**config.mk**
```make
export PLATFORM = sky130hd
export DESIGN_NAME = outputPort
export DESIGN_NICKNAME = d
export VERILOG_FILES = /design/src/common/router_pkg.sv /design/src/arbiter/grantTimer.sv /design/src/arbiter/outputArbiter.sv /design/src/design/outputStage.sv /design/src/design/outputPort.sv
export VERILOG_INCLUDE_DIRS = /design/src /design/src/common
export SDC_FILE = /design/constraint.sdc
export NUM_CORES = 1
export LEC_CHECK = 0
export ABC_AREA = 0
export CAP_MARGIN = 25
export CORE_MARGIN = 3
export CORE_UTILIZATION = 40
export CTS_CLUSTER_SIZE = 12
export DETAILED_ROUTE_END_ITERATION = 12
export DONT_BUFFER_PORTS = 1
export GPL_TIMING_DRIVEN = 0
export SYNTH_ARGS = -nofsm -noshare
export SYNTH_HDL_FRONTEND = slang
export SYNTH_SLANG_ARGS = --single-unit
```
**constraint.sdc**
```tcl
create_clock -name clk -period 2.1 [get_ports clk]
set_input_delay 0.42 -clock clk [delete_from_list [all_inputs] [get_ports clk]]
set_output_delay 0.42 -clock clk [all_outputs]
set_load 0.03 [all_outputs]
```
**src/common/router_config.svh**
```systemverilog
`ifndef ROUTER_CONFIG_SVH
`define ROUTER_CONFIG_SVH

// ****************************************
// router channel sizing
// ****************************************

// input ports feeding one output channel, ordered L, N, E, W, S.
`define ROUTER_PORTS 5

// packet length field carried by a header flit.
`define LEN_WIDTH 12

// flit payload width.
`define PAYLOAD_WIDTH 16

// arbiter state after reset is the one-hot idle code.
`define ARB_RESET_STATE 6'b000001

`endif

```
**src/common/router_pkg.sv**
```systemverilog
`include "router_config.svh"

package router_pkg;

  // flit kinds.
  // only a header loads the grant timer.
  typedef enum logic [2:0] {
    body   = 3'b000,
    header = 3'b001,
    tail   = 3'b010
  } flitKind_e;

  // one-hot arbiter states, one per input plus idle.
  typedef enum logic [5:0] {
    idle   = 6'b000001,
    grantL = 6'b000010,
    grantN = 6'b000100,
    grantE = 6'b001000,
    grantW = 6'b010000,
    grantS = 6'b100000
  } arbState_e;

  typedef struct packed {
    flitKind_e                 kind;
    logic [`LEN_WIDTH-1:0]     length;
    logic [`PAYLOAD_WIDTH-1:0] payload;
  } flit_t;

  typedef struct packed {
    logic  req;
    flit_t flit;
  } portIn_t;

  // input indices into the port array.
  localparam int portL = 0;
  localparam int portN = 1;
  localparam int portE = 2;
  localparam int portW = 3;
  localparam int portS = 4;

endpackage

```
**src/arbiter/grantTimer.sv**
```systemverilog
`timescale 1ns/10ps
`include "router_config.svh"

module grantTimer (
  input  logic                  clk,
  input  logic                  rst,
  input  router_pkg::flitKind_e kind,
  input  logic [`LEN_WIDTH-1:0] length,
  input  logic                  runTimer,
  output logic                  timesUp
);
  import router_pkg::*;

  logic [`LEN_WIDTH-1:0] limit;
  logic [`LEN_WIDTH-1:0] count;

  always_ff @(posedge clk)
  begin
    if (rst)
    begin
      limit <= '0;
      count <= '0;
    end
    else
    begin
      // every header seen on this input sets a new limit.
      if (kind == header)
      begin
        limit <= length;
      end
      if (runTimer)
      begin
        count <= count + 1'b1;
      end
      else
      begin
        count <= '0;
      end
    end
  end

  // a limit of n lets the holder keep the channel for n+1 cycles.
  assign timesUp = (count == limit);

endmodule

```
**src/arbiter/outputArbiter.sv**
```systemverilog
`timescale 1ns/10ps
`include "router_config.svh"

module outputArbiter (
  input  logic                                    clk,
  input  logic                                    rst,
  input  router_pkg::portIn_t [`ROUTER_PORTS-1:0] inPorts,
  output router_pkg::arbState_e                   grant
);
  import router_pkg::*;

  arbState_e                state;
  arbState_e                nextState;
  logic [`ROUTER_PORTS-1:0] reqs;
  logic [`ROUTER_PORTS-1:0] runTimer;
  logic [`ROUTER_PORTS-1:0] timesUp;

  // one-hot grant code of an input index.
  function automatic arbState_e portGrant(input int idx);
    return arbState_e'(6'b000010 << idx);
  endfunction

  // first requester among span ports, starting at start and wrapping after S.
  // scanned from the far end so the earliest port wins.
  function automatic arbState_e scan(
    input logic [`ROUTER_PORTS-1:0] r,
    input int                       start,
    input int                       span
  );
    arbState_e pick;
    int        k;
    int        idx;
    pick = idle;
    for (k = `ROUTER_PORTS - 1; k >= 0; k--)
    begin
      idx = start + k;
      if (idx >= `ROUTER_PORTS)
      begin
        idx = idx - `ROUTER_PORTS;
      end
      if ((k < span) && r[idx])
      begin
        pick = portGrant(idx);
      end
    end
    return pick;
  endfunction

  // ****************************************
  // per-input grant timers
  // ****************************************

  for (genvar p = 0; p < `ROUTER_PORTS; p++)
  begin : gTimer
    assign reqs[p] = inPorts[p].req;

    grantTimer timer_i (
      .clk      (clk),
      .rst      (rst),
      .kind     (inPorts[p].flit.kind),
      .length   (inPorts[p].flit.length),
      .runTimer (runTimer[p]),
      .timesUp  (timesUp[p])
    );
  end

  // ****************************************
  // grant state machine
  // ****************************************

  always_ff @(posedge clk)
  begin
    if (rst)
    begin
      state <= arbState_e'(`ARB_RESET_STATE);
    end
    else
    begin
      state <= nextState;
    end
  end

  assign grant = state;

  // a holder keeps the channel while it requests and its time is not up.
  // on release the scan covers the other four ports only, so a lone
  // requester comes back through idle.
  always_comb
  begin
    runTimer  = '0;
    nextState = idle;
    case (state)
      idle:
      begin
        nextState = scan(reqs, portL, `ROUTER_PORTS);
      end
      grantL:
      begin
        if (reqs[portL] && !timesUp[portL])
        begin
          runTimer[portL] = 1'b1;
          nextState       = grantL;
        end
        else
        begin
          nextState = scan(reqs, portN, `ROUTER_PORTS - 1);
        end
      end
      grantN:
      begin
        if (reqs[portN] && !timesUp[portN])
        begin
          runTimer[portN] = 1'b1;
          nextState       = grantN;
        end
        else
        begin
          nextState = scan(reqs, portE, `ROUTER_PORTS - 1);
        end
      end
      grantE:
      begin
        if (reqs[portE] && !timesUp[portE])
        begin
          runTimer[portE] = 1'b1;
          nextState       = grantE;
        end
        else
        begin
          nextState = scan(reqs, portW, `ROUTER_PORTS - 1);
        end
      end
      grantW:
      begin
        // west hands over to south first, like every other port.
        if (reqs[portW] && !timesUp[portW])
        begin
          runTimer[portW] = 1'b1;
          nextState       = grantW;
        end
        else
        begin
          nextState = scan(reqs, portS, `ROUTER_PORTS - 1);
        end
      end
      grantS:
      begin
        if (reqs[portS] && !timesUp[portS])
        begin
          runTimer[portS] = 1'b1;
          nextState       = grantS;
        end
        else
        begin
          nextState = scan(reqs, portL, `ROUTER_PORTS - 1);
        end
      end
      default:
      begin
        nextState = idle;
      end
    endcase
  end

endmodule

```
**src/design/outputStage.sv**
```systemverilog
`timescale 1ns/10ps
`include "router_config.svh"

module outputStage (
  input  logic                                    clk,
  input  logic                                    rst,
  input  router_pkg::portIn_t [`ROUTER_PORTS-1:0] inPorts,
  input  router_pkg::arbState_e                   grant,
  output router_pkg::flit_t                       outFlit,
  output logic                                    outValid
);
  import router_pkg::*;

  portIn_t selPort;

  // input named by the one-hot grant.
  // idle selects nothing, so req reads low.
  always_comb
  begin
    case (grant)
      grantL:  selPort = inPorts[portL];
      grantN:  selPort = inPorts[portN];
      grantE:  selPort = inPorts[portE];
      grantW:  selPort = inPorts[portW];
      grantS:  selPort = inPorts[portS];
      default: selPort = '0;
    endcase
  end

  // ****************************************
  // output link register
  // ****************************************

  always_ff @(posedge clk)
  begin
    outFlit <= selPort.flit;
  end

  // valid follows the granted input's request, one cycle behind grant.
  always_ff @(posedge clk)
  begin
    if (rst)
    begin
      outValid <= 1'b0;
    end
    else
    begin
      outValid <= selPort.req;
    end
  end

endmodule

```
**src/design/outputPort.sv**
```systemverilog
`timescale 1ns/10ps
`include "router_config.svh"

module outputPort (
  input  logic                                    clk,
  input  logic                                    rst,
  input  router_pkg::portIn_t [`ROUTER_PORTS-1:0] inPorts,
  output router_pkg::flit_t                       outFlit,
  output logic                                    outValid,
  output router_pkg::arbState_e                   grant
);
  import router_pkg::*;

  // ****************************************
  // arbitration
  // ****************************************

  // grant is registered here and also leaves the port for observation.
  outputArbiter arbiter_i (
    .clk     (clk),
    .rst     (rst),
    .inPorts (inPorts),
    .grant   (grant)
  );

  // ****************************************
  // output link
  // ****************************************

  // flit of the granted input, registered one cycle after the grant.
  outputStage stage_i (
    .clk      (clk),
    .rst      (rst),
    .inPorts  (inPorts),
    .grant    (grant),
    .outFlit  (outFlit),
    .outValid (outValid)
  );

endmodule

```
# == Yosys cells after proc, flatten, opt, wreduce, memory -nomap -nowiden ==
# Index checks and enable logic that the tools add are counted.
# word_totals
n_memories,0
rom_bits,0
ram_bits,0
out_inout_bits,38
inputBits,162
latchBits,0
ff_bits,158
wordCells,136
# classes
n_mul,0
n_addsub,5
shifts,6
n_eq_ne,16
n_lt_le_gt_ge,6
div,0
reduce_logical,15
bitwise_logic,5
n_mux,68
# op_table
cell,n
32-bit two-way mux,12
32-bit by 5-bit less-than comparator with 1-bit output (second input constant),6
2-bit by 32-bit left shift with 6-bit output (first input constant),6
32-bit one-hot mux with 5 select lines,1
6-bit two-way mux,22
12-bit by 1-bit adder with 12-bit output (second input constant),5
12-bit == test,5
6-bit one-hot mux with 6 select lines,1
1-bit two-way mux,22
5-bit two-way mux,4
1-bit binary-select mux with 3-bit select,6
3-bit by 1-bit == test with 1-bit output (second input constant),5
2-bit OR reduction,5
6-bit by 1-bit == test with 1-bit output (second input constant),1
6-bit by 2-bit == test with 1-bit output (second input constant),1
6-bit by 3-bit == test with 1-bit output (second input constant),1
6-bit by 4-bit == test with 1-bit output (second input constant),1
6-bit by 5-bit == test with 1-bit output (second input constant),1
6-bit == test (second input constant),1
1-bit logical AND,5
1-bit logical NOT,5
1-bit inverter,5

# == Longest topological paths before layout ==
# depth
depth_word,14
ltp_mapped,9
mapped_depth_nobuf,6

# == By module ==
# From an unflattened synthesis, not the netlist that was laid out.
# unflattened
cells_unflattened,953
hier_area_um2,8262.9
# modules_own_cells
module,area_per_inst_um2,cells_each,n_inst,seq_area_each_um2
grantTimer,1073.5,113,5,480.5
outputStage,2287.2,300,1,640.6
outputArbiter,608.1,88,1,120.1

# == Worst setup path before layout ==
# No wires, ideal clock.
# synth_path
path_kind,register -> register
startpoint,"register arbiter_i.state[2], in the netlist arbiter_i.grant[2]"
endpoint,"register arbiter_i.state[2], in the netlist arbiter_i.grant[2]"
stages_incl_launch_ff,8
t_arrival_ns,2.162
setup_time_ns,0.075
n_path_buf,1
t_required_ns,2.025
slack_ns,-0.136
synth_period_minus_slack_ns,2.236
cell_sequence,dfxtp_1 > buf_2 > or4_4 > maj3_2 > a311oi_4 > nand2_2 > or2_0 > o22ai_1
# synth_between
elab_chain_cells,2
word_cells_on_any_way,7
# synth_lines
element,line_no,rtl
"start, declared",outputArbiter.sv:12,arbState_e state;
"start signal, assigned",outputArbiter.sv:75,state <= arbState_e'(`ARB_RESET_STATE);
"start signal, assigned",outputArbiter.sv:79,state <= nextState;
6-bit == test (tied with other cells),outputArbiter.sv:92,case (state)
6-bit one-hot mux with 6 select lines (*),outputArbiter.sv:92,
# Mark *: on every way between the ends. The rest lies on a longest branch, timed or not.
# A chain may end at the register's enable or synchronous reset.

# == Worst setup path in the final report ==
# layout_path
startpoint,"register arbiter_i.state[3], in the netlist arbiter_i.grant[3]"
endpoint,"register arbiter_i.state[5], in the netlist arbiter_i.grant[5]"
# Same word-level chain as after synthesis.

==> results.toml <==
[critical_path]
crit_path_frequent_cell = "buf_6"
arrival_ns = 2.57
cpMaxStageDelayCell = "or4_4"
cp-startpoint = "arbiter_i.grant[3]"
start_kind = "register"
endpoint_kind = "register"
max_stage_delay_ns = 0.56
timing.rr.start = "arbiter_i.grant[3]"
crit_path_cell_trace = "buf_6 -> or4_4 -> maj3_2 -> a311oi_4 -> buf_6 -> nand2_1 -> o21bai_1 -> o31ai_2"
worstPathMaxFanout = 4
crit_type = "reg -> reg"
critPathRequiredTime_ns = 2.43

[clock_tree]
cts.htree.levels = 4
clk_latency_ns = 0.43
hold_buffers = 0
clk_path_buf_depth = 2
cts.clk_slew.worst_paths_ns = 0.06
cts_tree = "done"
cts-root-buf = "clkbuf_16"
numClockSinks = 158
cts_buffers = 17

[timing]
setup_ws_ns = -0.144
finClkSkew_ns = 0.00688
slew_violations = 0
hold_viol = 0
period_share_pct = 107
worst_pin_slew_ns = 0.628
slew_headroom_pct = 58.1
setup_violations = 15
fin_crit_ns = 2.24
rsz0062_at_grt = "true"
fmax_ghz = 0.446

[power_and_ir_drop]
p_comb_share_pct = 9.8
p_leak_nw = 3.36
power_mw = 7.19
clock_power_share_pct = 44.3
sw_frac_of_total_pct = 25.7
pwr-share-seq_pct = 45.9
intPower_mw = 5.34
power_per_cell_area_nw_per_um2 = 851
peakVddDrop_v = 0.000617
p_switching_mw = 1.85

[global_route]
grt_usage_pct = 23.3
grt_overflow_total = 0
grt_max_degree = 17
grt_pass1_wl_mm = 35.0
antenna_found_initial = 2
grt_pass1_vias = 6162

[placement]
pre_cts_ws_ns = -0.825
dp_hpwl_mm = 18.3
dp.cells = 1108
gp_congestion = 0.861
portBuffers = 0

[synthesis]
synth_most_common_cell = "nand2_1"
synth_cell_types = 43
syn_inst = 883
synthArstFlopShare_pct = 0
ys_seq_area_share_pct = 43.9
synth_seq_cells = 158
syn_nets = 1050
netlist_area_um2 = 7210
synth.top_cell.area_share_pct = 43.9
synth.avg_cell_area_um2 = 8.16
synth_area_leaders = "dfxtp_1 (44%), xor2_1 (12%), nand2_1 (9.4%)"
ys_warn_count = 0
synth_top_area_cell = "dfxtp_1"
synth_ff_type = "dfxtp_1"
synth-edff-count = 0
netlist_top_cells_count = "nand2_1 (180), dfxtp_1 (158), xor2_1 (95), nor2_1 (80), a21oi_1 (69)"

[die]
row_count = 48
start_util_pct = 41.3
io_pins = 200
die-area_um2 = 19700
fp.dieH_um = 140
core_area_um2 = 17500
die_w_um = 140

[routing]
wl_met1_mm = 9.45
route.detailed.drc = 0
met3_length_mm = 2.08
top_layer_used = "met5"
wl_met2_mm = 11.5
ant_nets = 0
drtIter0Drc = 442
wl_mm = 23.6
wire_per_inst_um = 20.5
dr.pass1.iters = 5
vias = 6344
viasPerCell = 5.49

[cells_and_area]
finalNonFillerCells = 1155
area_delta_synth_final_pct = 17.3
drive_gt1_share_pct = 11.0
nets = 1083

[flow_run]
drv_cap = 0

[status]
violations = "setup timing"
status = "finished with violations"

[hold_path]
hp-class = "in -> reg"
min_from = "inPorts[0]"
layer usage:
metal / GRT usage, % / vias to the layer above
li1: - / 3092
met1: 27.4 / 2952
met2: 39.6 / 267
met3: 7.61 / 31
met4: 8.57 / 2
met5: 0 / -
per-stage QoR:
step	utilization, %	setup TNS (ns)	area [µm²]	hold slack, ns
global placement	42.9	-47.92	7500	0.456
global route	48.4	-2.55	8450	0.108
floorplan	-	-0.0251	7210	0.436
finish	48.4	-0.983	8450	0.112
detailed placement	42.9	-49.29	7500	0.459
CTS	47.6	-1.39	8320	0.102
cell families (layout without fill, tap and decap cells):
family	Yosys count	after routing	synth area share (%)
AOI/OAI and AO/OA	155	155	13.9
xor gates and xnor gates	112	112	13.6
adders and majority gates	6	6	1.02
buffers and inverters	59	105	3.26
DFF	158	158	43.9
other	0	1	0
and+or+nand+nor	393	393	24.4
power by group through the flow:
stage	sequential [mW]	combinational [mW]	clock, mW
3_3_place_gp	3.36	0.557	0
3_5_place_dp	3.36	0.559	0
2_1_floorplan	3.34	0.417	0
5_1_grt	3.31	0.776	3.37
6_report	3.30	0.707	3.19
4_1_cts	3.30	0.649	3.24
worst max-delay path, delay by kind of cell, from the launching register on:
family                   cells  cell delay, ns
AO/OA/AOI/OAI                3            0.48
adder cells (fa/ha/maj)      1            0.34
buffers and inverters        2            0.29
flip-flops                   1            0.39
AND/OR/NAND/NOR              2            0.64
what timing repair did:
| action | 4_1_cts | 5_1_grt |
|---|---|---|
| endpoints found under the setup margin | 98 | 84 |
| buffers inserted | 11 | 9 |
| pin swaps | 5 | 11 |
| hold endpoints to repair | 0 | 0 |
| resized for setup | 54 | 36 |
registers in the layout (all words and copies together) (netlist names):
signal                          count
arbiter_i.gTimer.timer_i.count     60
stage_i.outFlit                    31
arbiter_i.grant                     6
stage_i.outValid                    1
arbiter_i.gTimer.timer_i.limit     60
final timing paths:
check	end	slack (ns)	cells after the start
worst min-delay path	stage_i.outFlit[0]	0.11	2
worst min register to register	arbiter_i.gTimer[2].timer_i.limit[11]	0.47	2
worst max-delay path	arbiter_i.grant[5]	-0.14	8
worst max register to register	arbiter_i.grant[5]	-0.14	8
placed cells by master (no fill, tap or decap), types with 3 or more instances in the layout:
cell type and count:
a21oi_1 67, a22oi_1 62, a22oi_2 3, a31oi_1 3, and2_1 6, and3_1 14, buf_4 21, buf_6 7
bufinv_16 3, clkbuf_1 25, clkbuf_16 17, clkbuf_2 6, clkbuf_4 5, clkbuf_8 3, dfxtp_1 152, dfxtp_4 4
ha_1 5, inv_1 9, nand2_1 179, nand2b_1 5, nand3_1 56, nand4_1 11, nor2_1 78, nor3_1 3
nor4_1 15, o21ai_0 4, xnor2_1 17, xor2_1 95
layout make-up:
class / count / area [µm²]
buffer: 44 / 256
antenna: 1 / 2.50
timing repair buffer: 20 / 170
clock buffer: 23 / 468
fill: 1742 / 9020
inverter: 9 / 33.8
sequential: 158 / 3180
clock inverter: 9 / 133
multi-input combinational: 666 / 3930
tap: 225 / 282
Power figures use the tool's default switching activity.
